[src/common/dma_cfg.svh]
`ifndef DMA_CFG_SVH
`define DMA_CFG_SVH

// byte offsets in the register window
`define DMA_CONTROL_ADDR 15'h0000
`define DMA_LOCAL_ADDR   15'h0002
`define DMA_PERIPH_ADDR  15'h0004
`define DMA_COUNT_ADDR   15'h0006

// cpu addr bit that selects the local ram window
`define DMA_RAM_WINDOW_BIT 15

// local ram holds 2**N 16-bit words
`define DMA_RAM_DEPTH_LOG2 8

`define DMA_DRAM_ADDR_W 24

`endif

[src/rtl/local_ram.sv]
`timescale 1ns/100ps
`include "dma_cfg.svh"

module local_ram (
  input  logic                           clk,
  input  logic                           rst,
  input  logic                           busy,
  input  logic                           cpu_sel,
  input  logic                           cpu_we,
  input  logic [`DMA_RAM_DEPTH_LOG2-1:0] cpu_addr,
  input  logic [15:0]                    cpu_wdata,
  input  logic [`DMA_RAM_DEPTH_LOG2-1:0] dma_addr,
  input  logic [15:0]                    dma_wdata,
  input  logic                           dma_we,
  output logic [15:0]                    rdata,
  output logic [15:0]                    cpu_rdata
);

  localparam int DEPTH = 1 << `DMA_RAM_DEPTH_LOG2;

  logic [15:0]                    mem [DEPTH];
  logic [`DMA_RAM_DEPTH_LOG2-1:0] addr;
  logic [15:0]                    wdata;
  logic                           we;
  logic [15:0]                    rd_q;
  logic                           cpu_rd_q;

  // engine owns the port while busy
  assign addr  = busy ? dma_addr : cpu_addr;
  assign wdata = busy ? dma_wdata : cpu_wdata;
  assign we    = busy ? dma_we : (cpu_sel & cpu_we);

  always_ff @(posedge clk) begin
    if (we) begin
      mem[addr] <= wdata;
    end
    rd_q <= mem[addr];
  end

  always_ff @(posedge clk) begin
    if (rst) cpu_rd_q <= 1'b0;
    else     cpu_rd_q <= cpu_sel & ~cpu_we & ~busy;
  end

  assign rdata     = rd_q;
  assign cpu_rdata = cpu_rd_q ? rd_q : 16'd0;  // zero when the cpu was locked out

endmodule

[config.mk]
export PLATFORM = sky130hd
export DESIGN_NAME = local_ram
export DESIGN_NICKNAME = d
export VERILOG_FILES = /design/src/rtl/local_ram.sv
export VERILOG_INCLUDE_DIRS = /design/src /design/src/common
export SDC_FILE = /design/constraint.sdc
export NUM_CORES = 2
export LEC_CHECK = 0
export BUFFER_PORTS_ARGS = -buffer_cell sky130_fd_sc_hd__buf_4
export CAP_MARGIN = 10
export CORE_UTILIZATION = 30
export CTS_CLUSTER_SIZE = 24
export DETAILED_ROUTE_END_ITERATION = 8
export PLACE_DENSITY = 0.44
export SYNTH_ARGS = -nofsm -noshare
export SYNTH_HDL_FRONTEND = slang
export SYNTH_SLANG_ARGS = --single-unit
[constraint.sdc]
create_clock -name clk -period 12.3 [get_ports clk]
set_input_delay 1.23 -clock clk [delete_from_list [all_inputs] [get_ports clk]]
set_output_delay 1.23 -clock clk [all_outputs]
set_load 0.02 [all_outputs]
== After elaboration in Yosys (flattened, before gate mapping) ==
Memory sizes are Yosys's and may differ from the RTL's. A register that Yosys moved wholly into a read port is not among the register bits.
Index checks and enable logic that the tools add are counted.
Word-level totals
  bits in registers: 1
  bits in writable memories: 4096
  input port bits: 54
  output and inout bits: 32
  logic and storage cells: 13
  memories kept: 1
Memory list
  mem: words 256, bits a word 16, rd ports 1, clocked after Yosys merged registers in 1, write ports 1, RTL line local_ram.sv:21  | logic [15:0] mem [DEPTH];
Cells by class
  mux-type cells: 6
  bitwise operators: 5
Operator list (count)
  two-way mux 16 bit: 2
  two-way mux 8 bit: 1
  bitwise AND 1 bit: 3
  two-way mux 1 bit: 3
  NOT 1 bit: 2

== Longest topological paths before layout ==
  depth after elaboration: 4
  gate-level depth with buffers: 11
  gate-level depth less buffers: 6

== Worst setup path after synthesis ==
Ideal clock, no wire load.
  path type: input to register
  from: in busy
  to: mem mem[0][10] (data pin)
  setup time: 556 ps
  arrival: 4426 ps
  data required time: 11744 ps
  setup slack: 7319 ps
  stages on the path: 6
  path buffers: 5
  path through: buf_4 buf_2 buf_1 clkbuf_1 buf_1 mux2_2
Between the ends
  word-level cells in the longest chain between the ends: 1
RTL lines
  from (decl): RTL line local_ram.sv:7  | input logic busy,
  two-way mux 16 bit: RTL line local_ram.sv:30  | assign wdata = busy ? dma_wdata : cpu_wdata;
  named net wdata[10]: RTL line local_ram.sv:23  | logic [15:0] wdata;
  to (decl): RTL line local_ram.sv:21
The timed path passes the listed nets, and every way through them passes these cells.

== Final worst setup path ==
  from: in busy
  to: reg rd_q[2] (netlist: rdata[2]), read port of mem
Between the ends
  word-level cells in the longest chain between the ends: 1
RTL lines
  two-way mux 8 bit: RTL line local_ram.sv:29  | assign addr = busy ? dma_addr : cpu_addr;
  to (decl): RTL line local_ram.sv:25  | logic [15:0] rd_q;
Every way passes these cells.
A chain may end at the register's enable or synchronous reset.

==> out/qor.yml <==
synthesis:
  syn_area_mm2: 0.157
  async_flop_share_pct: 0
  seq_area_frac_synth_pct: 78.4
  syn_inst: 8419
  synth_edf_count: 4096
  yosys_warnings: 0
  synth-seq-cells: 4113
  synth.avg_cell_area_um2: 18.7
  synth_flop_cell: "edfxtp_1"
  synth_fp_nets: 8473
  yosys.cell_types.count: 36
detailed_routing:
  drt_iter0_markers: 7849
  drt.antenna.violating_nets: 0
  first_pass_iters: 5
  vias: 82739
  drt_wl_total_um: 490000
  routedWlPerCell_um: 30.2
  drc: 0
  viasPerCell: 5.10
setup_path:
  worst_setup_path_end_kind: "register"
  cp.arrival_ns: 7.25
  startpoint_type: "input pin"
  startpoint: "busy"
  r2r_setup_slack_ns: 8.85
  path_class: "in -> reg"
  crit_required_ns: 13.14
  path_max_fanout: 78
  r2r-start: "mem[191][2]"
timing:
  fin_setup_tns_ns: 0
  period_share_pct: 52.1
  hold_violations: 0
  finalCriticalPeriod_ns: 6.41
  max_freq_mhz: 156
  slew_viol_final: 1
  worst_pin_slew_ns: 1.49
  slew_headroom_pct: -0.410
  setup_viol: 0
  fin_worst_skew_ns: 0.0584
  rsz0062_at_grt: "no"
clock_tree:
  cts.path.max_buffers: 4
  cts_hold_buf: 0
  cts.sinks: 4113
  post_cts_buffers: 0
  cts_buffers: 436
  root_buffer: "clkbuf_16"
  cts_tree: "done"
  clk_pin_slew_ns: 0.06
  h-tree-depth: 5
  cts_resized: 0
  insertion_delay_ns: 1.01
placement:
  placed_area_mm2: 0.170
  port_buffers: 85
  place_congestion: 0.786
  dp_hpwl_um: 284000
floorplanning:
  die_w_um: 726
  dieArea_mm2: 0.527
  core_area_mm2: 0.522
  ios: 86
  rows: 265
  die_h_um: 726
  initial_core_util_pct: 30.2
finish:
  drive_gt1_share_pct: 14.9
  nets: 8945
  fin_area_mm2: 0.184
  area_growth_pct: 16.7
  nFillCells: 48577
global_routing:
  grt_overflow: 0
  antenna_found_initial: 31
  grt_max_degree: 153
  grt_pass1_vias: 81440
  grt_pass1_wl_um: 675000
  grt_util_all_layers_pct: 18.0
power:
  switchingPower_mw: 6.88
  combPwrFrac_pct: 6.3
  total_power_mw: 30.4
  p_seq_share_pct: 51.3
  swShare_pct: 22.6
  peakVddDrop_mv: 0.113
  leakage_nw: 61.7
  power_frac_clock_pct: 42.3
  p_per_area_mw_per_mm2: 166
  p_int_mw: 23.6
status:
  outcome: "finished with violations"
  violations: "capacitance limit, slew limit"
hold_path:
  min_from: "rst"
  hp-class: "in -> reg"
run:
  drv_cap: 1
==> layout by cell type, fill, tap and decap left out, types with 8 or more instances in the layout <==
master and n:
edfxtp_1 4096, nand2_2 16, o21ai_4 8, buf_4 506
nor2_1 204, diode_2 29, o22ai_1 1025, clkinvlp_4 12
inv_6 8, clkinv_2 87, o41ai_2 98, a41oi_1 57
clkinv_1 104, mux2_8 17, mux2i_1 2049, dfxtp_1 17
clkbuf_1 95, nand2_1 20, nor2_2 52, or4_1 16
o41ai_1 157, buf_12 31, bufinv_16 40, clkbuf_16 442
and2_1 16
==> metrics by stage <==
| step | std cells | utilization [%] | worst slack, ns | hold slack (ns) |
|---|---|---|---|---|
| after global routing | 16211 | 35.2 | 5.73 | 0.348 |
| after floorplan | 8419 | - | 7.32 | 0.774 |
| after detailed placement | 15393 | 32.5 | 4.90 | 0.919 |
| after global placement | 15370 | 32.5 | 4.74 | 0.902 |
| after CTS | 16197 | 35.2 | 5.97 | 0.303 |
| final | 16228 | 35.2 | 5.89 | 0.393 |
==> worst paths after layout <==
path / cells past startpoint / end
hold / removal: 2 / cpu_rd_q
hold reg to reg: 5 / rdata[9]
setup reg to reg: 6 / rdata[2]
setup / recovery: 11 / rdata[2]
==> power groups by stage <==
| stage | clock network [mW] | registers (mW) | logic, mW |
|---|---|---|---|
| 4_1_cts | 13.1 | 15.6 | 1.96 |
| 6_report | 12.9 | 15.6 | 1.93 |
| 5_1_grt | 13.7 | 15.6 | 2.03 |
| 2_1_floorplan | 0 | 15.9 | 1.06 |
| 3_5_place_dp | 0 | 15.9 | 1.95 |
| 3_3_place_gp | 0 | 15.9 | 1.92 |
==> registers in the layout, summed over array words and instances, names as in the netlist <==
register  count
rdata        16
cpu_rd_q      1
mem        4096
==> critical path, cell delays in order <==
cell and delay (ns):
buf_4 0.31, mux2_8 0.73, buf_12 0.57, buf_4 0.59
buf_4 0.70, mux2i_1 0.27, o22ai_1 0.10, o41ai_1 1.12
a41oi_1 0.61, buf_4 0.31, or4_1 0.52
==> cells by family (layout without fill, tap and decap cells) <==
group / count (synthesis) / after routing / synth area share (%)
AO/OA/AOI/OAI: 1365 / 1365 / 5.94
buffers and inverters: 524 / 1362 / 1.58
other: 0 / 29 / 0
flip-flops: 4113 / 4113 / 78.4
AND/OR/NAND/NOR: 349 / 349 / 0.937
multiplexers: 2068 / 2068 / 13.2
==> synthesized netlist by cell type, drive strengths merged (5+ instances only) <==
cell type	n	share of area (%)
dfxtp	17	0.22
mux2i	2050	13
nor3	5	0.016
nor2	258	0.62
edfxtp	4096	78
a41oi	64	0.36
clkbuf	263	0.63
o41ai	256	1.4
nand2	36	0.086
o22ai	1027	4.1
and2	16	0.064
o21ai	9	0.029
or4	16	0.076
mux2	18	0.13
buf	259	0.95
==> metal layers <==
| metal | part of all wire [%] | vias to the layer above | routed length, um | track usage (%) |
|---|---|---|---|---|
| li1 | - | 35655 | - | - |
| met1 | 45 | 44177 | 221000 | 25.3 |
| met2 | 47 | 2337 | 231000 | 29.4 |
| met3 | 5.3 | 558 | 26000 | 2.72 |
| met4 | 2.4 | 12 | 11800 | 4.21 |
| met5 | 0.017 | - | 85 | 0 |
==> area by class of cell <==
type	count	area [um2]	share of cell area (%)
Timing Repair Buffer	556	4700	2.56
Sequential cell	4113	123000	67.2
Clock buffer	542	11500	6.25
Multi-Input combinational cell	3782	33000	18.0
Tap cell	6942	8690	4.73
Inverter	2	7.51	0.00409
Antenna cell	29	72.6	0.0395
Clock inverter	262	2400	1.30
Power figures use the tool's default switching activity.
