[config.mk]
export PLATFORM = sky130hd
export DESIGN_NAME = dma_regs
export DESIGN_NICKNAME = d
export VERILOG_FILES = /design/src/common/dma_pkg.sv /design/src/dma/dma_regs.sv
export VERILOG_INCLUDE_DIRS = /design/src /design/src/common
export SDC_FILE = /design/constraint.sdc
export NUM_CORES = 1
export LEC_CHECK = 0
export BUFFER_PORTS_ARGS = -buffer_cell sky130_fd_sc_hd__buf_2
export CORE_MARGIN = 3
export CORE_UTILIZATION = 47
export CTS_CLUSTER_DIAMETER = 40
export DETAILED_ROUTE_END_ITERATION = 10
export HOLD_SLACK_MARGIN = 0.05
export PLACE_DENSITY = 0.84
export SLEW_MARGIN = 20
export SYNTH_ARGS = -nofsm -noshare
export SYNTH_HDL_FRONTEND = slang
export SYNTH_SLANG_ARGS = --single-unit
[constraint.sdc]
create_clock -name clk -period 2.6 [get_ports clk]
set_clock_uncertainty 0.2 [all_clocks]
set_input_delay 0.26 -clock clk [delete_from_list [all_inputs] [get_ports clk]]
set_output_delay 0.26 -clock clk [all_outputs]
set_load 0.02 [all_outputs]
[src/common/dma_cfg.svh]
`ifndef DMA_CFG_SVH
`define DMA_CFG_SVH

// byte offsets in the register window
`define DMA_CONTROL_ADDR 15'h0000
`define DMA_LOCAL_ADDR   15'h0002
`define DMA_PERIPH_ADDR  15'h0004
`define DMA_COUNT_ADDR   15'h0006

// cpu addr bit that selects the local ram window
`define DMA_RAM_WINDOW_BIT 15

// local ram holds 2**N 16-bit words
`define DMA_RAM_DEPTH_LOG2 8

`define DMA_DRAM_ADDR_W 24

`endif

[src/common/dma_pkg.sv]
package dma_pkg;

  // control register opcode field
  typedef enum logic [2:0] {
    OP_TO_DRAM   = 3'd0,  // local pairs -> dram words
    OP_FROM_DRAM = 3'd1,  // dram words -> local pairs
    OP_RESERVED  = 3'd7   // any code from 2 up
  } dma_op_e;

  typedef enum logic [3:0] {
    ST_IDLE,
    // local ram -> dram
    ST_DW_ADDR,
    ST_DW_LOW,
    ST_DW_HIGH,
    ST_DW_WAIT,
    // dram -> local ram
    ST_DR_REQ,
    ST_DR_WAIT,
    ST_DR_LOW,
    ST_DR_HIGH
  } dma_state_e;

endpackage

[src/dma/dma_regs.sv]
`timescale 1ns/100ps
`include "dma_cfg.svh"

module dma_regs
  import dma_pkg::*;
(
  input  logic                           clk,
  input  logic                           rst,
  input  logic                           en,
  input  logic                           write_enable,
  input  logic [15:0]                    addr,
  input  logic [15:0]                    data_in,
  input  logic                           busy,
  output logic                           start,
  output dma_op_e                        op,
  output logic [`DMA_RAM_DEPTH_LOG2-1:0] local_addr_init,
  output logic [`DMA_DRAM_ADDR_W-1:0]    dram_addr_init,
  output logic [15:0]                    count_init,
  output logic [15:0]                    status_rdata
);

  logic [14:0] reg_off;
  logic        reg_wr;
  logic        reg_rd;
  logic        ctrl_wr;

  assign reg_off = {addr[14:1], 1'b0};  // bit 0 ignored
  assign reg_wr  = en & write_enable & ~addr[`DMA_RAM_WINDOW_BIT];
  assign reg_rd  = en & ~write_enable & ~addr[`DMA_RAM_WINDOW_BIT];
  assign ctrl_wr = reg_wr & (reg_off == `DMA_CONTROL_ADDR);

  // start goes out in the write cycle so busy rises on the next one
  assign start = ctrl_wr & ~busy;

  // opcode travels with start
  always_comb begin
    case (data_in[2:0])
      3'd0:    op = OP_TO_DRAM;
      3'd1:    op = OP_FROM_DRAM;
      default: op = OP_RESERVED;
    endcase
  end

  always_ff @(posedge clk) begin
    if (rst) begin
      local_addr_init <= '0;
      dram_addr_init  <= '0;
      count_init      <= '0;
    end else if (reg_wr) begin
      case (reg_off)
        `DMA_LOCAL_ADDR:  local_addr_init <= data_in[`DMA_RAM_DEPTH_LOG2:1]; // bytes -> words
        `DMA_PERIPH_ADDR: dram_addr_init  <= {data_in, 8'h00};
        `DMA_COUNT_ADDR:  count_init      <= {2'b00, data_in[15:2]}; // bytes -> 32-bit words
        default: ;
      endcase
    end
  end

  // only control reads back anything
  always_ff @(posedge clk) begin
    if (rst) begin
      status_rdata <= '0;
    end else if (reg_rd) begin
      status_rdata <= (reg_off == `DMA_CONTROL_ADDR) ? {15'd0, busy} : 16'd0;
    end
  end

endmodule

-- Yosys cells after proc, flatten, opt, wreduce, memory -nomap -nowiden
Cells that the tools add are included.
- memories kept: 0
- flip-flop bits (word level): 54
- logic and storage cells: 24
- input port bits: 37
- ROM bits: 0
- latch bits: 0
- output and inout bits: 68
- RAM bits: 0
- $lt $le $gt $ge: 0
- equality and inequality tests: 4
- div/mod/pow operators: 0
- reduce and logical (&&, ||, !) cells: 5
- multiply operators: 0
- bitwise logic cells: 9
- shift operators: 0
- add/sub/neg operators: 0
- mux-type cells: 2
- operator list (cell ; number):
    equality test 14 x 2 -> 1 bit, second input constant ; 2
    zero test 15 bit ; 1
    equality test 14 x 1 -> 1 bit, second input constant ; 1
    bitwise AND 1 bit ; 6
    case mux 3 bit (2 select lines) ; 1
    AND reduction 2 bit ; 3
    equality test 3 x 1 -> 1 bit, second input constant ; 1
    zero test 3 bit ; 1
    inverter 1 bit ; 3
    2-to-1 mux 1 bit ; 1

-- Depth between registers and ports, before layout
Gate-level depths: netlist of run 1.
- depth in word-level cells: 4
- mapped depth: 6
- depth with buffers taken out: 4

-- Least setup slack after synthesis of run 1
Ideal clock, no wire load.
- path type: in2out
- from: input port addr[12]
- to: output port start
- data arrival time: 1222 ps
- buffers on the path: 0
- slack: 918 ps
- stages: 3
- cells stage by stage: nor4_2 nand3_1 nor3_1
- cells in the longest elaborated chain, start to end: 3
- ends and longest elaborated chain (item ; RTL line ; RTL):
    start: declaration ; dma_regs.sv:11 ; input logic [15:0] addr,
    zero test 15 bit (no source line) ; - ;
    bitwise AND 1 bit ; dma_regs.sv:30 ; assign ctrl_wr = reg_wr & (reg_off == `DMA_CONTROL_ADDR);
    bitwise AND 1 bit ; dma_regs.sv:33 ; assign start = ctrl_wr & ~busy;
    end: declaration ; dma_regs.sv:14 ; output logic start,
No other way between the ends.

-- Final worst setup path of run 1
- from: input port data_in[0]
- to: output port op[0]
- cells in the longest elaborated chain, start to end: 2
- ends and longest elaborated chain (item ; RTL line ; RTL):
    start: declaration ; dma_regs.sv:12 ; input logic [15:0] data_in,
    equality test 3 x 1 -> 1 bit or zero test 3 bit (tied branches) ; dma_regs.sv:37 ; case (data_in[2:0])
    case mux 3 bit (2 select lines) * ; dma_regs.sv:37 ;
    end: declaration ; dma_regs.sv:15 ; output dma_op_e op,
Mark *: on every way between the ends. The rest lies on a longest branch, timed or not.

==> summary by stage, run 1 <==
Placement
Including well taps, the total number of placed cells is 329. The congestion estimate from routability-driven global placement came to ~0.75. The detailed placement HPWL is 3.201 mm. The count of buffers inserted at the top-level ports is slightly below 80. The total placed instance area is 0.002081 sq mm.

Die
The horizontal die dimension is 68.39 um. The core footprint is ~0.0037 sq mm. The die area is ~0.0047 sq mm.

approximately 110 I/O pins were placed. The chip height is ~70 um. Once the floorplan was initialized, standard cells occupied between 40% and 50% of the core. After floorplanning, the core was divided into 22 placement rows.

Clocking
The tree is rooted in a sky130_fd_sc_hd__clkbuf_8. The clock insertion delay at the later pin of the skew report is 290 ps. The number of buffers between clock root and the deepest sink is 2. After clock tree synthesis, the clock-pin slew on the worst setup and hold paths is about 70 ps. The maximum level of the CTS H-tree is 2.

The number of sinks driven by the clock tree is 39. Once the clock tree was built, the setup fixing pass inserted 0 buffers. The TritonCTS clock tree is yes. The CTS buffer count is 5.

Global routing
The global-route usage over all layers is 19.32%. Entering global routing, the biggest net connects 40 pins. The total global routing overflow is 0. The number of global-route vias before repair is approximately 1500. The wire length of the first global-routing pass is ~6.8 mm. The number of antenna violations at the first check in global routing is 0.

Synth
Sorting the synthesized cells by area gives the leading types as sky130_fd_sc_hd__dfxtp_1 43%, sky130_fd_sc_hd__nand3_1 11%, sky130_fd_sc_hd__buf_4 11%. Counting flops and latches in the post-synthesis netlist gives 39. Sequential cells were found to cover between 40 and 50% of the synthesized design area. Yosys printed 0 warnings. Counting flops with an async set or reset pin after synthesis yields a share of 0%.

The combined area of all synthesized cells is 0.001829 sq mm. In the post-synthesis netlist, the cell with the most instances is sky130_fd_sc_hd__nand3_1. The number of flops mapped to enable cells by yosys is 0. The number of standard cells after synthesis is 221. The largest total area in the synthesized netlist belongs to sky130_fd_sc_hd__dfxtp_1. The number of different library cells used by synthesis comes to 26. Sorting the synthesized cells by how often they occur yields 40 x sky130_fd_sc_hd__nand3_1, 39 x sky130_fd_sc_hd__dfxtp_1, 38 x sky130_fd_sc_hd__a21oi_1. The most used flip-flop cell after synthesis is sky130_fd_sc_hd__dfxtp_1. In this run the biggest area consumer among cell types represents between 40% and 50% of the synthesized area.

The mean cell area of the mapped netlist is 8.277 sq um.

Pwr
Power spread over the standard cell area amounts to 486.9 mW/mm^2. Power comes to ~1100 uW. For this design the static power due to leakage is 0.0009611 uW. IR analysis of the VDD net gives a maximum drop of around 0.22 mV.

STA
Setup violations remaining at the end of the flow were counted as 0. The clock period could shrink to 1837 ps. The number of slew-limit violations in the final report is 0. The final-report hold violation count came to 0.

The total negative slack is 0 ps. The period utilization is between 70% and 80%. Setup repair after global routing left no endpoint under its margin.

The achievable clock frequency is roughly 0.54 GHz. The remaining max-slew budget at the tightest pin is a little over half. At the pin with the least slew margin, the transition time is ~680 ps.

Layout
The count of filler cells inserted in the layout is 354. The diode insertion count for antenna repair is 0. The fraction of layout instances using a drive strength above 1 is about 31%. The post-route standard cell area excluding fillers is ~0.0022 sq mm. The synthesis-to-finish area growth is 22.09%. The number of standard cells in the layout, taps in and fillers out is between 300 and 400.

The number of nets in the layout is ~330.

Critical path
The critical path endpoint category is an output port. The category of the critical setup timing path is in2out. The critical path crosses 4 cells after its start point. The number of cells traversed by the worst register-to-register path is 2. The longest individual stage delay on the worst path is ~530 ps. Walking the worst path, the cells encountered are dlygate4sd3_1 > buf_2 > or3_1 > buf_2. The endpoint identified for the worst register-to-register timing path is status_rdata[0]. The largest delay contributor family on the critical path is buffers and inverters. The worst-path cell with the longest stage delay is sky130_fd_sc_hd__dlygate4sd3_1. The highest fanout seen on the critical path is 2. The most common cell type on the critical path is sky130_fd_sc_hd__buf_2. The worst setup path is launched from a primary input.

For the worst setup path, the data arrival time is between 1000 and 1500 ps. The worst register-to-register path begins at status_rdata[0]. The worst-case register-to-register setup slack is 1670 ps. At the worst endpoint, the required time is between 2000 and 2500 ps. The critical path buffer and inverter count is 3.

Worst hold path
The worst hold path was traced through 3 stages. The classification of the worst-slack hold path is in2reg. The capture endpoint of the worst hold path is dram_addr_init[20]. The origin of the worst min-delay path is data_in[12].

Drt
The detail route stage leaves a number of antenna-violating nets equal to 0. The number of DRC violations after detailed-routing iteration 0 is just under 200. The average wire per standard cell is 13.45 um. In the routed design, unresolved DRC markers number 0. Wires add up to approximately 4.6 mm.

The vias after detailed routing is ~1800. Dividing the detail-routed via count by the number of cells gives approximately 5.2. The detailed-routing iteration count for the pre-antenna-repair pass is 4.

Status
The flow ran to the end, and the final reports show no timing, DRC or antenna violations.

Run
Across the run, the number of max-cap violations was 0.
## logic make-up after synthesis
| kind of cell | after synthesis | synth area share (%) |
|---|---|---|
| AOI/OAI and AO/OA | 77 | 21.34 |
| and+or+nand+nor | 60 | 19.15 |
| buffers and inverters | 44 | 16.62 |
| DFF | 39 | 42.68 |
| other | 1 | 0.2050 |
## tightest hold or removal path, cell delays in order
cell and delay [ps]:
sky130_fd_sc_hd__buf_2 110, sky130_fd_sc_hd__nand3_1 60, sky130_fd_sc_hd__a21oi_1 60
## routing by layer
metal	global-route usage (%)	up-vias	wire [um]
li1	-	879	-
met1	24.57	814	1853
met2	30.51	79	2293
met3	5.090	9	381
met4	8.437	0	85
met5	0	-	0
## flip-flops by register name, summed over array words and instances (netlist names)
| register | flops |
|---|---|
| count_init | 14 |
| dram_addr_init | 16 |
| local_addr_init | 8 |
| status_rdata | 1 |
## worst max path at each step
stage / startpoint / to
final: data_in[0] / op[0]
after global routing: addr[4] / start
after CTS: data_in[0] / op[0]
after detailed placement: addr[12] / count_init[5]
after global placement: addr[4] / count_init[8]
after floorplan: addr[12] / start
## metrics by stage
| stage | setup slack, ps | hold slack [ps] | utilization [%] |
|---|---|---|---|
| finish | 763.2 | 56.62 | 60.10 |
| global route | 726.3 | 60.21 | 60.10 |
| CTS | 758.7 | 51.47 | 60.10 |
| detailed placement | 730.4 | 262.8 | 55.99 |
| global placement | 750.6 | 253.2 | 55.99 |
| floorplan | 918.1 | 211.9 | - |
## final cells by class
class	count	area [sq um]	share of cell area, %
sequential	39	780.7	34.96
clock buffer	6	72.57	3.249
tap	48	60.06	2.689
multi-input combinational	162	834.6	37.37
timing repair buffer	88	485.5	21.74
## layout by cell type, fill, tap and decap left out, types with 3 or more instances in the layout
| cell | synthesis | layout |
|---|---|---|
| sky130_fd_sc_hd__nand3_1 | 40 | 40 |
| sky130_fd_sc_hd__clkbuf_8 | 0 | 5 |
| sky130_fd_sc_hd__a21oi_1 | 38 | 38 |
| sky130_fd_sc_hd__conb_1 | 1 | 25 |
| sky130_fd_sc_hd__o21ai_1 | 3 | 3 |
| sky130_fd_sc_hd__o21ai_0 | 35 | 35 |
| sky130_fd_sc_hd__buf_2 | 3 | 78 |
| sky130_fd_sc_hd__dlygate4sd3_1 | 0 | 8 |
| sky130_fd_sc_hd__nor2b_1 | 3 | 3 |
| sky130_fd_sc_hd__dfxtp_1 | 39 | 39 |
## what timing repair did
item | 4_1_cts | 5_1_grt
hold buffers | 8 | 0
resized for setup | 0 | 0
endpoints found under the setup margin | 0 | 0
hold endpoints to repair | 10 | 0
## report_power, final
group          total, uW  switching [uW]  internal, uW
sequential           597         0.00208           597
combinational        121            84.8          35.7
clock                370             191           179
Power figures use the tool's default switching activity.
==> inputs of run 2 (changes only) <==
--- a/config.mk
+++ b/config.mk
@@ -8,11 +8,11 @@
 export LEC_CHECK = 0
 export BUFFER_PORTS_ARGS = -buffer_cell sky130_fd_sc_hd__buf_2
 export CORE_MARGIN = 3
-export CORE_UTILIZATION = 47
+export CORE_UTILIZATION = 43
 export CTS_CLUSTER_DIAMETER = 40
 export DETAILED_ROUTE_END_ITERATION = 10
 export HOLD_SLACK_MARGIN = 0.05
-export PLACE_DENSITY = 0.84
+export PLACE_DENSITY = 0.78
 export SLEW_MARGIN = 20
 export SYNTH_ARGS = -nofsm -noshare
 export SYNTH_HDL_FRONTEND = slang
==> constraint.sdc (replaced) <==
create_clock -name clk -period 1.9 [get_ports clk]
set_clock_uncertainty 0.2 [all_clocks]
set_input_delay 0.19 -clock clk [delete_from_list [all_inputs] [get_ports clk]]
set_output_delay 0.19 -clock clk [all_outputs]
set_load 0.02 [all_outputs]
==> summary by stage, run 2 (synthesized netlist as in run 1, its figures left out) <==
Layout
The area taken by flip-flops and latches is 780.7 sq um (unchanged). In the layout the commonest cells are 78 x sky130_fd_sc_hd__buf_2, 40 x sky130_fd_sc_hd__nand3_1, 39 x sky130_fd_sc_hd__dfxtp_1, 38 x sky130_fd_sc_hd__a21oi_1, 35 x sky130_fd_sc_hd__o21ai_0. The number of flip-flops under the largest register name came to 16 (unchanged).

The area occupied by multi-input gates is 834.6 sq um (unchanged). The count of filler cells inserted in the layout is 383 (+8.2%). The fraction of layout instances using a drive strength above 1 is 30.97% (+0.12 points). The diode insertion count for antenna repair is 0 (unchanged).

The number of nets in the layout is 346 (+3.9%). The number of standard cells in the layout, taps in and fillers out is 360 (+5.0%). The synthesis-to-finish area growth is 29.96%. The post-route standard cell area excluding fillers is 0.002377 sq mm (+6.4%).

The register name with the most flops is dram_addr_init. The library cell used most frequently in the layout, excluding fill and tap cells, is sky130_fd_sc_hd__buf_2. The largest registers in the layout are dram_addr_init x16, count_init x14, local_addr_init x8.

Critical path
The worst reg2reg path endpoint is status_rdata[0]. STA classifies the critical path endpoint as an output port. The longest individual stage delay on the worst path is 530 ps (about the same). The worst endpoint required time is 1510 ps (-630 ps). The category of the critical setup timing path is in2out. In this run the critical register-to-register path is launched from status_rdata[0]. The most critical setup path has its endpoint at op[0].

The data arrival time of the critical path is 1380 ps (about the same). The worst-case register-to-register setup slack is 960 ps (-710 ps). The number of cells traversed by the worst register-to-register path was 2 (unchanged). The critical path goes through dlygate4sd3_1 > buf_2 > or3_1 > buf_2. In this run the worst setup path begins at data_in[2]. In this design, the critical path's most frequently occurring cell is sky130_fd_sc_hd__buf_2. The kind of start point of the critical path is a primary input. For this design, the slowest cell found on the critical path is sky130_fd_sc_hd__dlygate4sd3_1. The highest fanout seen on the critical path is 5 (+3).

Clocking
The number of sinks driven by the clock tree was 39 (unchanged). The TritonCTS clock tree is yes. The maximum level of the CTS H-tree was 2 (unchanged).

In this run the clock root is driven by a sky130_fd_sc_hd__clkbuf_8. The clock-pin slew on the worst setup and hold paths was 60 ps (about the same). The clock insertion delay at the later pin of the skew report is 280 ps (about the same). The number of buffers between clock root and the deepest sink is 2 (unchanged). The post-CTS setup repair buffer count came to 0 (unchanged).

The CTS buffer count is 5 (unchanged).

Drt
The DRC violation count after routing came to 0 (unchanged). The average wire per standard cell came to 13.94 um (+3.6%). The vias after detailed routing is 1842 (+3.4%). The detailed-routing iteration count for the pre-antenna-repair pass is 4 (unchanged). The final antenna-violating net count is 0 (unchanged). The number of DRC violations after detailed-routing iteration 0 came to 133 (-32%). The post-detailed-routing wire length was 5.018 mm (+8.8%). The average via count per standard cell is 5.117 (-1.5%).

Die
The number of core rows was 23 (+4.5%). The effective utilization at floorplan was 45.08% (-4.1 points). The I/O pin count is 105 (unchanged). The die area is 0.005073 sq mm (+8.5%). The chip height is 71.23 um (+4.2%).

The horizontal die dimension is 71.23 um (+4.2%). The core footprint is 0.004058 sq mm (+9.2%).

STA
The setup violation total in the final timing report was 0 (unchanged). Setup repair after global routing left no endpoint under its margin. The final-report hold violation count is 0 (unchanged). The number of slew-limit violations in the final report is 0 (unchanged). Of the available clock period, the critical path in the final layout requires 93.08%. The pin slew with the least headroom to its limit is 565.1 ps (-118.3 ps).

Static timing analysis puts the maximum clock frequency at between 0.5 and 0.6 GHz. The smallest clock period supported by the final layout is computed as approximately 1800 ps. The worst setup slack after layout is 131.4 ps (-631.8 ps).

The total negative slack is 0 ps (unchanged). The remaining max-slew budget at the tightest pin was 62.25% (+7.8 points).

Pwr
The power per standard cell area is 641.6 mW/mm^2 (+32%). The total power consumption of the routed design came to 1525 uW (+40%). The cell leakage power is 0.001027 uW (+6.9%). The peak supply drop is 0.3262 mV (+51%).

Placement
The total placed instance area is 0.002126 sq mm (+2.2%). The detailed placement HPWL is 3.340 mm (+4.3%). The routability congestion estimate is 0.7322 (-2.6%). The count of buffers inserted at the top-level ports is 78 (unchanged). The worst slack at placement is 209.3 ps (-521.1 ps).

The number of placed instances, taps included is 335 (+1.8%).

Global routing
The number of global-route vias before repair is 1671 (+11%). The number of antenna violations at the first check in global routing is 0 (unchanged). The global-route usage over all layers is 18.87% (-0.46 points). The wire length of the first global-routing pass came to 7.769 mm (+15%).

The pin count of the biggest net entering global routing is 39 (-2.5%). The total global routing overflow is 0 (unchanged).

Status
The run finished with clean final reports.

Run
The count of maximum capacitance violations was 0 (unchanged).

Worst hold path
The tightest min-delay check is of the in2reg type.
[run 2: cell count changes in the layout (fill, tap and decap cells not counted)]
cell | before | now
sky130_fd_sc_hd__dlygate4sd3_1 | 8 | 17
sky130_fd_sc_hd__clkinv_2 | 0 | 1
sky130_fd_sc_hd__buf_12 | 0 | 1
sky130_fd_sc_hd__buf_4 | 2 | 5
sky130_fd_sc_hd__clkbuf_1 | 1 | 2
[run 2: timing repair]
item | CTS | global route
hold endpoints to repair | 38 | 0
gates resized for setup | 0 | 0
hold buffers | 17 | 0
[run 2: report_power, final]
group / switching [uW] / total (uW) / internal (uW)
registers: 0.00287 / 817 / 817
clock network: 264 / 521 / 257
logic: 122 / 187 / 65.0
total: 386 / 1530 / 1140
[run 2: cell type report]
type,count,area share (%)
Clock buffer,7,3.211
Clock inverter,1,0.2105
Multi-Input combinational cell,162,35.11
Sequential cell,39,32.84
Tap cell,50,2.632
Timing Repair Buffer,101,26.00
[run 2: worst min path at each step]
| stage | slack, ps | startpoint | endpoint | cells after the start |
|---|---|---|---|---|
| floorplan | 140 | data_in[2] | count_init[0] | 2 |
| global placement | 250 | count_init[3] | count_init[3] | 2 |
| detailed placement | 260 | dram_addr_init[10] | dram_addr_init[10] | 2 |
| CTS | 100 | busy | status_rdata[0] | 4 |
| global route | 130 | busy | status_rdata[0] | 4 |
| finish | 120 | busy | status_rdata[0] | 4 |
[run 2: metal layers]
metal | global-route usage, % | routed length, um | up-vias
li1 | - | - | 907
met1 | 24.19 | 2059 | 827
met2 | 31.02 | 2405 | 97
met3 | 3.787 | 425 | 11
met4 | 7.724 | 127 | 0
met5 | 0 | 0 | -
[run 2: critical path, delay by kind of cell]
family,cells,cell delay [ps]
simple gates,1,350
buf+inv,3,840
[run 2: stage by stage]
| stage | hold WS (ps) | util (%) |
|---|---|---|
| 2_1_floorplan | 141.9 | - |
| 3_3_place_gp | 253.2 | 52.39 |
| 3_5_place_dp | 263.4 | 52.39 |
| 4_1_cts | 102.5 | 58.59 |
| 5_1_grt | 133.8 | 58.59 |
| 6_report | 116.4 | 58.59 |
