**src/common/dma_cfg.svh**
```systemverilog
`ifndef DMA_CFG_SVH
`define DMA_CFG_SVH

// byte offsets in the register window
`define DMA_CONTROL_ADDR 15'h0000
`define DMA_LOCAL_ADDR   15'h0002
`define DMA_PERIPH_ADDR  15'h0004
`define DMA_COUNT_ADDR   15'h0006

// cpu addr bit that selects the local ram window
`define DMA_RAM_WINDOW_BIT 15

// local ram holds 2**N 16-bit words
`define DMA_RAM_DEPTH_LOG2 8

`define DMA_DRAM_ADDR_W 24

`endif

```
**src/common/dma_pkg.sv**
```systemverilog
package dma_pkg;

  // control register opcode field
  typedef enum logic [2:0] {
    OP_TO_DRAM   = 3'd0,  // local pairs -> dram words
    OP_FROM_DRAM = 3'd1,  // dram words -> local pairs
    OP_RESERVED  = 3'd7   // any code from 2 up
  } dma_op_e;

  typedef enum logic [3:0] {
    ST_IDLE,
    // local ram -> dram
    ST_DW_ADDR,
    ST_DW_LOW,
    ST_DW_HIGH,
    ST_DW_WAIT,
    // dram -> local ram
    ST_DR_REQ,
    ST_DR_WAIT,
    ST_DR_LOW,
    ST_DR_HIGH
  } dma_state_e;

endpackage

```
**src/dma/dma_engine.sv**
```systemverilog
`timescale 1ns/100ps
`include "dma_cfg.svh"

module dma_engine
  import dma_pkg::*;
(
  input  logic                           clk,
  input  logic                           rst,
  input  logic                           start,
  input  dma_op_e                        op,
  input  logic [`DMA_RAM_DEPTH_LOG2-1:0] local_addr_init,
  input  logic [`DMA_DRAM_ADDR_W-1:0]    dram_addr_init,
  input  logic [15:0]                    count_init,
  input  logic [15:0]                    ram_rdata,
  input  logic [31:0]                    dram_data_in,
  input  logic                           dram_data_valid,
  input  logic                           dram_write_complete,
  output logic                           busy,
  output logic [`DMA_RAM_DEPTH_LOG2-1:0] ram_addr,
  output logic [15:0]                    ram_wdata,
  output logic                           ram_we,
  output logic [`DMA_DRAM_ADDR_W-1:0]    dram_addr,
  output logic [31:0]                    dram_data_out,
  output logic                           dram_req_read,
  output logic                           dram_req_write
);

  localparam int AW = `DMA_RAM_DEPTH_LOG2;
  localparam int DW = `DMA_DRAM_ADDR_W;

  dma_state_e    state;
  logic [AW-1:0] local_addr;   // working copies
  logic [DW-1:0] remote_addr;
  logic [15:0]   count;
  logic [31:0]   read_word;    // dram word being split into ram
  logic          last_word;

  assign last_word = (count == 16'd0);

  // the ram port follows the working local address directly
  assign ram_addr  = local_addr;
  assign ram_we    = (state == ST_DR_LOW) | (state == ST_DR_HIGH);
  assign ram_wdata = (state == ST_DR_LOW) ? read_word[15:0] : read_word[31:16];

  always_ff @(posedge clk) begin
    if (rst) begin
      state          <= ST_IDLE;
      busy           <= 1'b0;
      dram_req_read  <= 1'b0;
      dram_req_write <= 1'b0;
    end else begin
      case (state)
        ST_IDLE: begin
          busy <= start;  // reserved op shows one busy cycle
          if (start) begin
            case (op)
              OP_TO_DRAM:   state <= ST_DW_ADDR;
              OP_FROM_DRAM: state <= ST_DR_REQ;
              default:      state <= ST_IDLE;
            endcase
          end
        end
        ST_DW_ADDR: state <= ST_DW_LOW;
        ST_DW_LOW:  state <= ST_DW_HIGH;
        ST_DW_HIGH: begin
          dram_req_write <= 1'b1;
          state          <= ST_DW_WAIT;
        end
        ST_DW_WAIT: begin
          // hold request, addr and data until complete
          if (dram_write_complete) begin
            dram_req_write <= 1'b0;
            if (last_word) begin
              busy  <= 1'b0;
              state <= ST_IDLE;
            end else begin
              state <= ST_DW_ADDR;
            end
          end
        end
        ST_DR_REQ: begin
          dram_req_read <= 1'b1;
          state         <= ST_DR_WAIT;
        end
        ST_DR_WAIT: begin
          dram_req_read <= 1'b0;  // single cycle pulse
          if (dram_data_valid) begin
            state <= ST_DR_LOW;
          end
        end
        ST_DR_LOW:  state <= ST_DR_HIGH;
        ST_DR_HIGH: begin
          if (last_word) begin
            busy  <= 1'b0;
            state <= ST_IDLE;
          end else begin
            state <= ST_DR_REQ;
          end
        end
        default: state <= ST_IDLE;
      endcase
    end
  end

  // addresses, count and data words
  always_ff @(posedge clk) begin
    case (state)
      ST_IDLE: begin
        if (start) begin
          local_addr  <= local_addr_init;
          remote_addr <= dram_addr_init;
          count       <= count_init;
        end
      end
      ST_DW_ADDR: local_addr <= local_addr + AW'(1);
      ST_DW_LOW: begin
        dram_data_out[15:0] <= ram_rdata;  // low word first
        local_addr          <= local_addr + AW'(1);
      end
      ST_DW_HIGH: begin
        dram_data_out[31:16] <= ram_rdata;
        dram_addr            <= remote_addr;
        remote_addr          <= remote_addr + DW'(2);
        count                <= count - 16'd1;
      end
      ST_DR_REQ: begin
        dram_addr   <= remote_addr;
        remote_addr <= remote_addr + DW'(2);
        count       <= count - 16'd1;
      end
      ST_DR_WAIT: begin
        if (dram_data_valid) begin
          read_word <= dram_data_in;
        end
      end
      ST_DR_LOW, ST_DR_HIGH: local_addr <= local_addr + AW'(1);
      default: ;
    endcase
  end

endmodule

```
**config.mk**
```make
export PLATFORM = sky130hd
export DESIGN_NAME = dma_engine
export DESIGN_NICKNAME = d
export VERILOG_FILES = /design/src/common/dma_pkg.sv /design/src/dma/dma_engine.sv
export VERILOG_INCLUDE_DIRS = /design/src /design/src/common
export SDC_FILE = /design/constraint.sdc
export NUM_CORES = 1
export LEC_CHECK = 0
export BUFFER_PORTS_ARGS = -buffer_cell sky130_fd_sc_hd__buf_2
export CAP_MARGIN = 5
export CORE_MARGIN = 8
export CORE_UTILIZATION = 38
export DETAILED_ROUTE_END_ITERATION = 10
export SYNTH_ARGS = -nofsm -noshare
export SYNTH_HDL_FRONTEND = slang
export SYNTH_SLANG_ARGS = --single-unit
export TNS_END_PERCENT = 100
```
**constraint.sdc**
```tcl
create_clock -name clk -period 2.96 [get_ports clk]
set_input_delay 0.74 -clock clk [delete_from_list [all_inputs] [get_ports clk]]
set_output_delay 0.74 -clock clk [all_outputs]
set_load 0.02 [all_outputs]
```
======== Yosys cells after proc, flatten, opt, wreduce, memory -nomap -nowiden ========
Index checks and enable logic that the tools add are counted.
W data, S select, Z words.
operators by class
  multiplexer cells ....................... 20
  bitwise operators ....................... 1
  add/subtract/negate cells ............... 3
  equality and inequality tests ........... 12
  reduce and logical (&&, ||, !) cells .... 16
operators with widths
  cell                     number
  $pmux W24 S2             1
  $pmux W4 S9              1
  $mux W16                 2
  $pmux W16 S2             1
  $add A24 B2 Y24 const B  1
  $mux W24                 1
  $eq A4 B3 Y1 const B     4
  $logic_not A16 Y1        1
  $pmux W8 S2              1
  $sub A16 B1 Y16 const B  1
  $mux W4                  3
  $reduce_and A2 Y1        5
  $add A8 B1 Y8 const B    1
  $eq A4 B2 Y1 const B     2
  $mux W8                  1
  $reduce_bool A2 Y1       4
  $ne A2 B2 Y1 const B     3
  $pmux W3 S2              1
  $eq A4 B1 Y1 const B     1
  $eq A4 B4 Y1 const B     1
  $logic_not A4 Y1         1
  $mux W1                  4
  $pmux W1 S2              2
  $reduce_or A4 Y1         1
  8 further kinds          8
word-level totals
  register bits ........................... 143
  logic and storage cells ................. 63

======== Longest topological paths before layout ========
Gate-level depths: netlist of the first run.
  depth after elaboration ................. 4
  depth in mapped cells ................... 7
  depth with buffers taken out ............ 6

======== Worst setup path after synthesis of the first run ========
No wires, ideal clock.
  kind .................................... reg2reg
  from .................................... reg state[1]
  to ...................................... reg dram_data_out[0] (enable)
  data arrival time ....................... 2.296 ns
  library setup time ...................... 0.430 ns
  path slack .............................. 0.234 ns
  path buffers ............................ 1
  cell stages (with the launch flop) ...... 4
  required time ........................... 2.530 ns
  path through ............................ dfxtp_1 > clkbuf_1 > inv_1 > nor4_1
on the way
  cells in the longest elaborated chain, start to end .. 1
ends and longest elaborated chain
  element                 line               RTL
  start, declared         dma_engine.sv:31   dma_state_e state;
  start signal, assigned  dma_engine.sv:47   state <= ST_IDLE;
  start signal, assigned  dma_engine.sv:57   OP_TO_DRAM: state <= ST_DW_ADDR;
  start signal, assigned  dma_engine.sv:58   OP_FROM_DRAM: state <= ST_DR_REQ;
  $eq A4 B2 Y1            dma_engine.sv:107  case (state)
  end signal, assigned    dma_engine.sv:117  dram_data_out[15:0] <= ram_rdata;
  end, declared           dma_engine.sv:23   output logic [31:0] dram_data_out,
Every way passes these cells.
A chain may end at the register's enable or synchronous reset.

======== Worst setup path in the final report of the first run ========
  from .................................... reg state[0]
  to ...................................... out ram_wdata[3]
on the way
  cells in the longest elaborated chain, start to end .. 2
ends and longest elaborated chain
  element        line              RTL
  $eq A4 B3 Y1   dma_engine.sv:43  assign ram_wdata = (state == ST_DR_LOW) ? read_word[15:0] : read_word[31:16];
  $mux W16       dma_engine.sv:43
  end, declared  dma_engine.sv:20  output logic [15:0] ram_wdata,
Every way passes these cells.

==> key figures, run 1 <==
Outcome
  • Status: finished clean

Min path
  • Min-delay worst type: reg -> reg
  • Hold Crit Depth: 0

Setup path
  • Nature of the critical path endpoint: output pin
  • Critical Path Fanout Max: 13
  • CP Data Arrival Time: about 2.1 ns
  • WP data required: approximately 2.2 ns
  • Worst path cell trace: and2_0 > nand2_1 > buf_4 > mux2_2 > buf_2
  • Crit start category: flip-flop
  • Slowest CP cell: dfxtp_1
  • Crit path largest cell delay: 0.58 ns
  • Critical setup path kind: reg -> out
  • Cell depth of the worst flop-to-flop path: 4

Logic synthesis
  • Syn Inst Count: 440
  • Mux contribution to synthesized area: approximately 4.6%
  • Combinational family with the most area after synthesis: simple AND/OR/NAND/NOR gates
  • Cell Area, Synth: a little over 6000 sq um
  • Post-synthesis area per instance: 13.76 sq um
  • Synth warn: 0
  • Xor/xnor share of the synthesized area: 4.340%
  • Seq/Total Area, Yosys: between 60% and 70%
  • Netlist cell types: 40
  • Post-synthesis simple-gate area fraction: 11.80%
  • Adder-Cell Fraction of Synth Area: 0.8266%
  • Yosys reg bits: 143
  • Net count after synthesis: 548
  • Compound-Gate Fraction of Synth Area: 6.716%

Pwr
  • Leakage: 3.022 nW
  • VDD IR max: 0.3607 mV
  • Power density cells: 639.4 nW/um^2

Global routing
  • First-pass GRT wire length: around 23000 um
  • GR Overflow Total: 0
  • Vias in the first global route: between 4000 and 5000
  • Largest net degree at the start of global routing: 40
  • Initial antenna violation count: 0
  • Gr usage total: between 10% and 20%

Die
  • Die Area: 20230 sq um
  • Die Ht: approximately 140 um
  • Die width: 142.2 um
  • Core ar.: approximately 16000 sq um
  • I/O pins: between 150 and 200
  • Std-Cell Rows: between 40 and 50
  • Starting Density: 38.53%

Detailed routing
  • First-pass detailed-route iteration total: 4
  • DR vias/cell: slightly below 5
  • Residual DRC: 0
  • Routed via count: 4236
  • Final WL: approximately 14000 um
  • Number of DRC markers in iteration 0: 240
  • Final antenna-violating net count: 0
  • WL per Instance: roughly 17 um

Place
  • DP Worst Slack: 0.5039 ns
  • Routability congestion estimate: 0.8795
  • Number of port buffers: 187
  • Final HPWL DP: 10610 um

Clock tree
  • Clk buf depth: 2
  • CTS Buf Count: 17
  • # H-tree levels: 4
  • CTS root buffer: clkbuf_16
  • CTS resizes: 0
  • Clock sinks: between 100 and 150
  • Clock Latency Late Sink: 0.42 ns
  • Post-CTS setup buffers: 0
  • CTS clk-pin slew, worst paths: 0.06 ns
  • # hold bufs at CTS: 0
  • CTS tree: built

Cells and area
  • Util after Layout: 50.05%
  • Final nets: 743
  • Diodes inserted: 0
  • Synth-to-layout area growth: 29.88%
  • Share of layout cells above drive strength 1: 40.12%

Timing
  • Count of final hold-check violations: 0
  • Final setup vio count: 0
  • Fmax: between 0.3 and 0.4 GHz
  • Pins Over Slew Limit: 0
  • Max_slew headroom: 64.72%
  • Final WS setup: 0.1562 ns
  • Worst-Margin Slew: 0.5291 ns
  • Max Clock Skew: 0.008599 ns
  • Final worst path period need: ~2.8 ns
  • Fin crit share: 94.72%
  • RSZ-0062 raised after global routing: false
  • Setup TNS: 0 ns

Run
  • # Max-Cap Violations: 0
## final cells by class
class	instances	area, sq um
Clock buffer	17	425.4
Clock inverter	15	170.2
Fill cell	1416	7849
Inverter	9	33.78
Multi-Input combinational cell	266	1722
Sequential cell	143	4224
Tap cell	216	270.3
Timing Repair Buffer	198	1018
## stage by stage
stage / cells / hold slack [ns] / cell area [sq um] / power, mW
2_1_floorplan: 440 / 0.4003 / 6055 / 2.748
4_1_cts: 864 / 0.4244 / 7864 / 5.089
5_1_grt: 864 / 0.4366 / 7864 / 5.230
3_5_place_dp: 832 / 0.4090 / 7268 / 2.948
3_3_place_gp: 832 / 0.4040 / 7268 / 2.931
6_report: 864 / 0.4240 / 7864 / 5.028
## registers in the layout, indices dropped and copies added (netlist names)
signal	cells
count	16
busy	1
state	4
read_word	32
dram_data_out	32
remote_addr	24
ram_addr	8
dram_req_write	1
dram_req_read	1
dram_addr	24
## final timing paths
check                       from            to  slack (ns)
setup / recovery        state[0]  ram_wdata[3]        0.16
hold / removal    remote_addr[0]  dram_addr[0]        0.42
setup reg to reg        count[4]     count[15]        0.52
hold reg to reg   remote_addr[0]  dram_addr[0]        0.42
## where the power goes
group / internal (mW) / total, mW / switching (mW)
logic: 0.190 / 0.440 / 0.250
clock network: 1.20 / 2.13 / 0.926
registers: 2.36 / 2.46 / 0.0988
total: 3.75 / 5.03 / 1.28
## cells by family (layout without fill, tap and decap cells)
logic type / Yosys count / count (layout)
adder cells (fa/ha/maj): 4 / 4
multiplexers: 25 / 25
flip-flops: 143 / 143
AO/OA/AOI/OAI: 69 / 69
XOR/XNOR: 30 / 30
AND/OR/NAND/NOR: 138 / 138
buffers and inverters: 31 / 239
## critical path, delay by kind of cell, from the launching register on
kind,cells,cell delay [ns]
multiplexers,1,0.28
flip-flops,1,0.58
buffers and inverters,2,0.36
AND/OR/NAND/NOR,2,0.42
## synth_stat cells
library cell,instances,area (sq um)
inv_1,9,33.78
nor3b_1,1,7.510
and4_1,3,26.28
a311oi_1,2,17.52
a21o_1,1,7.510
and4b_1,1,10.01
and2_0,1,6.260
edfxtp_1,136,4084
and3_1,4,25.02
nor2b_1,1,6.260
nand2_1,41,153.9
a2111o_1,1,11.26
or2_2,2,12.51
dfxtp_1,7,140.1
nor4_1,7,43.79
xnor2_1,18,157.7
nand3_1,14,70.07
a41oi_1,1,8.760
mux2_2,23,259.0
a31oi_1,14,87.58
xor2_1,12,105.1
or4_4,1,11.26
o31ai_1,5,37.54
or4_1,10,75.07
clkbuf_1,21,78.83
a21oi_1,5,25.02
nor2_1,23,86.33
nand2b_1,2,12.51
or3_1,10,62.56
a2111oi_0,1,8.760
nand4_1,7,43.79
o21bai_1,1,7.510
and2_1,3,18.77
buf_2,1,5.000
o21a_1,2,15.01
or3b_2,2,17.52
ha_1,4,50.05
nor3_1,5,25.02
mux2i_1,2,20.02
o21ai_0,36,180.2
## routing by layer
layer  GRT usage (%)  wire (um)
met5               0          0
met4           7.858        330
met3           4.327        897
met2           25.27       7429
met1           15.89       5654
## placed cells by master, fill, tap and decap left out, drive strengths merged, types with 7 or more instances in the layout
| master | netlist | final |
|---|---|---|
| buf | 1 | 198 |
| edfxtp | 136 | 136 |
| nand2 | 41 | 41 |
| o21ai | 36 | 36 |
| nor2 | 23 | 23 |
| mux2 | 23 | 23 |
| xnor2 | 18 | 18 |
| clkbuf | 21 | 17 |
| inv | 9 | 17 |
| nand3 | 14 | 14 |
| a31oi | 14 | 14 |
| xor2 | 12 | 12 |
| or4 | 11 | 11 |
| or3 | 10 | 10 |
| nand4 | 7 | 7 |
| dfxtp | 7 | 7 |
| nor4 | 7 | 7 |
(Power assumes the default switching activity.)
==> inputs of run 2 (changes only) <==
--- a/config.mk
+++ b/config.mk
@@ -6,11 +6,11 @@
 export SDC_FILE = /design/constraint.sdc
 export NUM_CORES = 1
 export LEC_CHECK = 0
-export BUFFER_PORTS_ARGS = -buffer_cell sky130_fd_sc_hd__buf_2
 export CAP_MARGIN = 5
 export CORE_MARGIN = 8
 export CORE_UTILIZATION = 38
 export DETAILED_ROUTE_END_ITERATION = 10
+export DONT_BUFFER_PORTS = 1
 export SYNTH_ARGS = -nofsm -noshare
 export SYNTH_HDL_FRONTEND = slang
 export SYNTH_SLANG_ARGS = --single-unit
==> key figures, run 2 (synthesis results as in run 1) <==
Place
  • DP Worst Slack: 0.4892 ns (-0.01461 ns)
  • Final HPWL DP: 9777 um (-7.8%)
  • Number of port buffers: 0 (-100%)
  • Placed Area: 6327 sq um (-13%)
  • Routability congestion estimate: 0.8457 (-3.8%)

Detailed routing
  • First-pass detailed-route iteration total: 6 (+2)
  • Final antenna-violating net count: 0 (unchanged)
  • Number of DRC markers in iteration 0: 215 (-10%)
  • WL per Instance: 19.80 um (+20%)
  • Final WL: 13300 um (-7.0%)
  • Residual DRC: 0 (unchanged)
  • Routed via count: 3517 (-17%)
  • DR vias/cell: 5.234 (+6.7%)

Die
  • Die Ht: 142.2 um (unchanged)
  • Core ar.: 15710 sq um (unchanged)
  • I/O pins: 188 (unchanged)
  • Die width: 142.2 um (unchanged)
  • Std-Cell Rows: 46 (unchanged)
  • Starting Density: 38.53% (unchanged)
  • Die Area: 20230 sq um (unchanged)

Setup path
  • Critical path origin: state[0]
  • Nature of the critical path endpoint: output pin
  • Critical Path Fanout Max: 18 (+5)
  • CP Data Arrival Time: 2.00 ns (-0.06 ns)
  • Cell depth of the worst flop-to-flop path: 4 (unchanged)
  • FF-to-FF End: count[15]
  • Reg2reg start: count[4]
  • WP data required: 2.22 ns (about the same)
  • Crit start category: flip-flop
  • Critical setup path kind: reg -> out
  • R2R setup slack: 0.50 ns (-0.02 ns)

Timing
  • Fmax: 0.3646 GHz (+2.2%)
  • Setup TNS: 0 ns (unchanged)
  • Max_slew headroom: 49.20% (-16 points)
  • Max Clock Skew: 0.01171 ns (+0.003111 ns)
  • Final WS setup: 0.2171 ns (+0.06087 ns)
  • Final setup vio count: 0 (unchanged)
  • Final worst path period need: 2.743 ns (-0.06087 ns)
  • RSZ-0062 raised after global routing: false
  • Fin crit share: 92.67% (-2.1 points)
  • Worst-Margin Slew: 0.7620 ns (+0.2328 ns)
  • Pins Over Slew Limit: 0 (unchanged)
  • Count of final hold-check violations: 0 (unchanged)

Global routing
  • Largest net degree at the start of global routing: 51 (+28%)
  • Initial antenna violation count: 0 (unchanged)
  • Vias in the first global route: 3537 (-19%)
  • GR Overflow Total: 0 (unchanged)
  • First-pass GRT wire length: 20450 um (-10%)
  • Gr usage total: 13.39% (-1.2 points)

Min path
  • Hold path startpoint: rst
  • Hold Path End: state[2]
  • Min-delay worst type: in -> reg
  • Hold Crit Depth: 1 (+1)

Pwr
  • Sw Pwr: 1.146 mW (-10%)
  • P_int: 3.812 mW (+1.6%)
  • VDD IR max: 0.3465 mV (-3.9%)
  • Switching part of the total: 23.11% (-2.2 points)
  • Clk pwr share: 43.4% (+1.0 points)
  • Flop pwr share: 50.9% (+2.0 points)
  • Comb pwr share: 5.8% (-3.0 points)
  • Power density cells: 716.1 nW/um^2 (+12%)
  • Leakage: 2.271 nW (-25%)

Clock tree
  • CTS Buf Count: 17 (unchanged)
  • CTS tree: built
  • Clk buf depth: 2 (unchanged)
  • CTS clk-pin slew, worst paths: 0.05 ns (about the same)
  • CTS root buffer: clkbuf_16
  • Clock sinks: 143 (unchanged)
  • # H-tree levels: 4 (unchanged)
  • Clock Latency Late Sink: 0.42 ns (about the same)

Outcome
  • Status: finished clean

Cells and area
  • Synth-to-layout area growth: 14.34%
  • Share of layout cells above drive strength 1: 14.91% (-25 points)
  • Commonest non-fill, non-tap cell in the layout: edfxtp_1
  • Final nets: 552 (-26%)
  • Top flop regs: dram_data_out: 32 flops, read_word: 32 flops
  • Final instance area: 6923 sq um (-12%)
  • Most frequent cells in the layout: edfxtp_1, nand2_1, o21ai_0
  • Diodes inserted: 0 (unchanged)
  • Util after Layout: 44.06% (-6.0 points)

Run
  • # Max-Cap Violations: 0 (unchanged)
[run 2: cell count changes in the layout (fill, tap and decap cells not counted), moves of 2 or more]
cell	before	now
bufinv_16	1	3
inv_8	5	1
buf_4	11	5
buf_12	0	2
inv_6	4	1
buf_2	187	0
clkinv_2	0	2
[run 2: how the worst max path moves through the flow]
stage,slack (ns),end,cells past startpoint
finish,0.22,ram_wdata[6],4
global route,0.07,ram_wdata[3],4
CTS,0.11,ram_wdata[3],4
detailed placement,0.49,count[15],4
global placement,0.53,count[15],4
floorplan,0.23,dram_data_out[0],3
[run 2: power groups by stage]
stage	Clock [mW]	Combinational, mW	Sequential, mW
after floorplan	0	0.227	2.52
after global placement	0	0.281	2.56
after detailed placement	0	0.289	2.56
after CTS	2.21	0.291	2.52
after global routing	2.29	0.326	2.54
final	2.15	0.286	2.52
[run 2: what timing repair did]
| action | 4_1_cts | 5_1_grt |
|---|---|---|
| hold endpoints to repair | 0 | 0 |
| setup endpoints to repair | 0 | 16 |
| gates resized for setup | 0 | 1 |
| hold buffers | 0 | 0 |
| buffers inserted | 0 | 0 |
[run 2: worst max-delay path, cell delays in order, from the launching register on]
cell and delay [ns]:
dfxtp_1 0.58, and2_0 0.34, nand2_1 0.09, buf_4 0.22, mux2_2 0.36
[run 2: cell type report]
cell class	count	area (sq um)
Clock buffer	18	429.2
Clock inverter	13	165.2
Fill cell	1407	8790
Inverter	9	33.78
Multi-Input combinational cell	266	1722
Sequential cell	143	4225
Tap cell	216	270.3
Timing Repair Buffer	7	77.57
[run 2: per-layer routing]
metal	vias up	share of wire, %	GRT usage [%]
met5	-	0	0
met4	0	2.0	6.501
met3	19	6.0	4.831
met1	1716	40	14.99
li1	1679	-	-
met2	103	52	22.28
[run 2: stage by stage]
stage          hold WS, ns  instances  total power, mW
3_3_place_gp        0.4059        641            2.838
3_5_place_dp        0.4098        641            2.853
6_report            0.3850        672            4.957
5_1_grt             0.3598        672            5.149
2_1_floorplan       0.4003        440            2.748
4_1_cts             0.3622        672            5.019
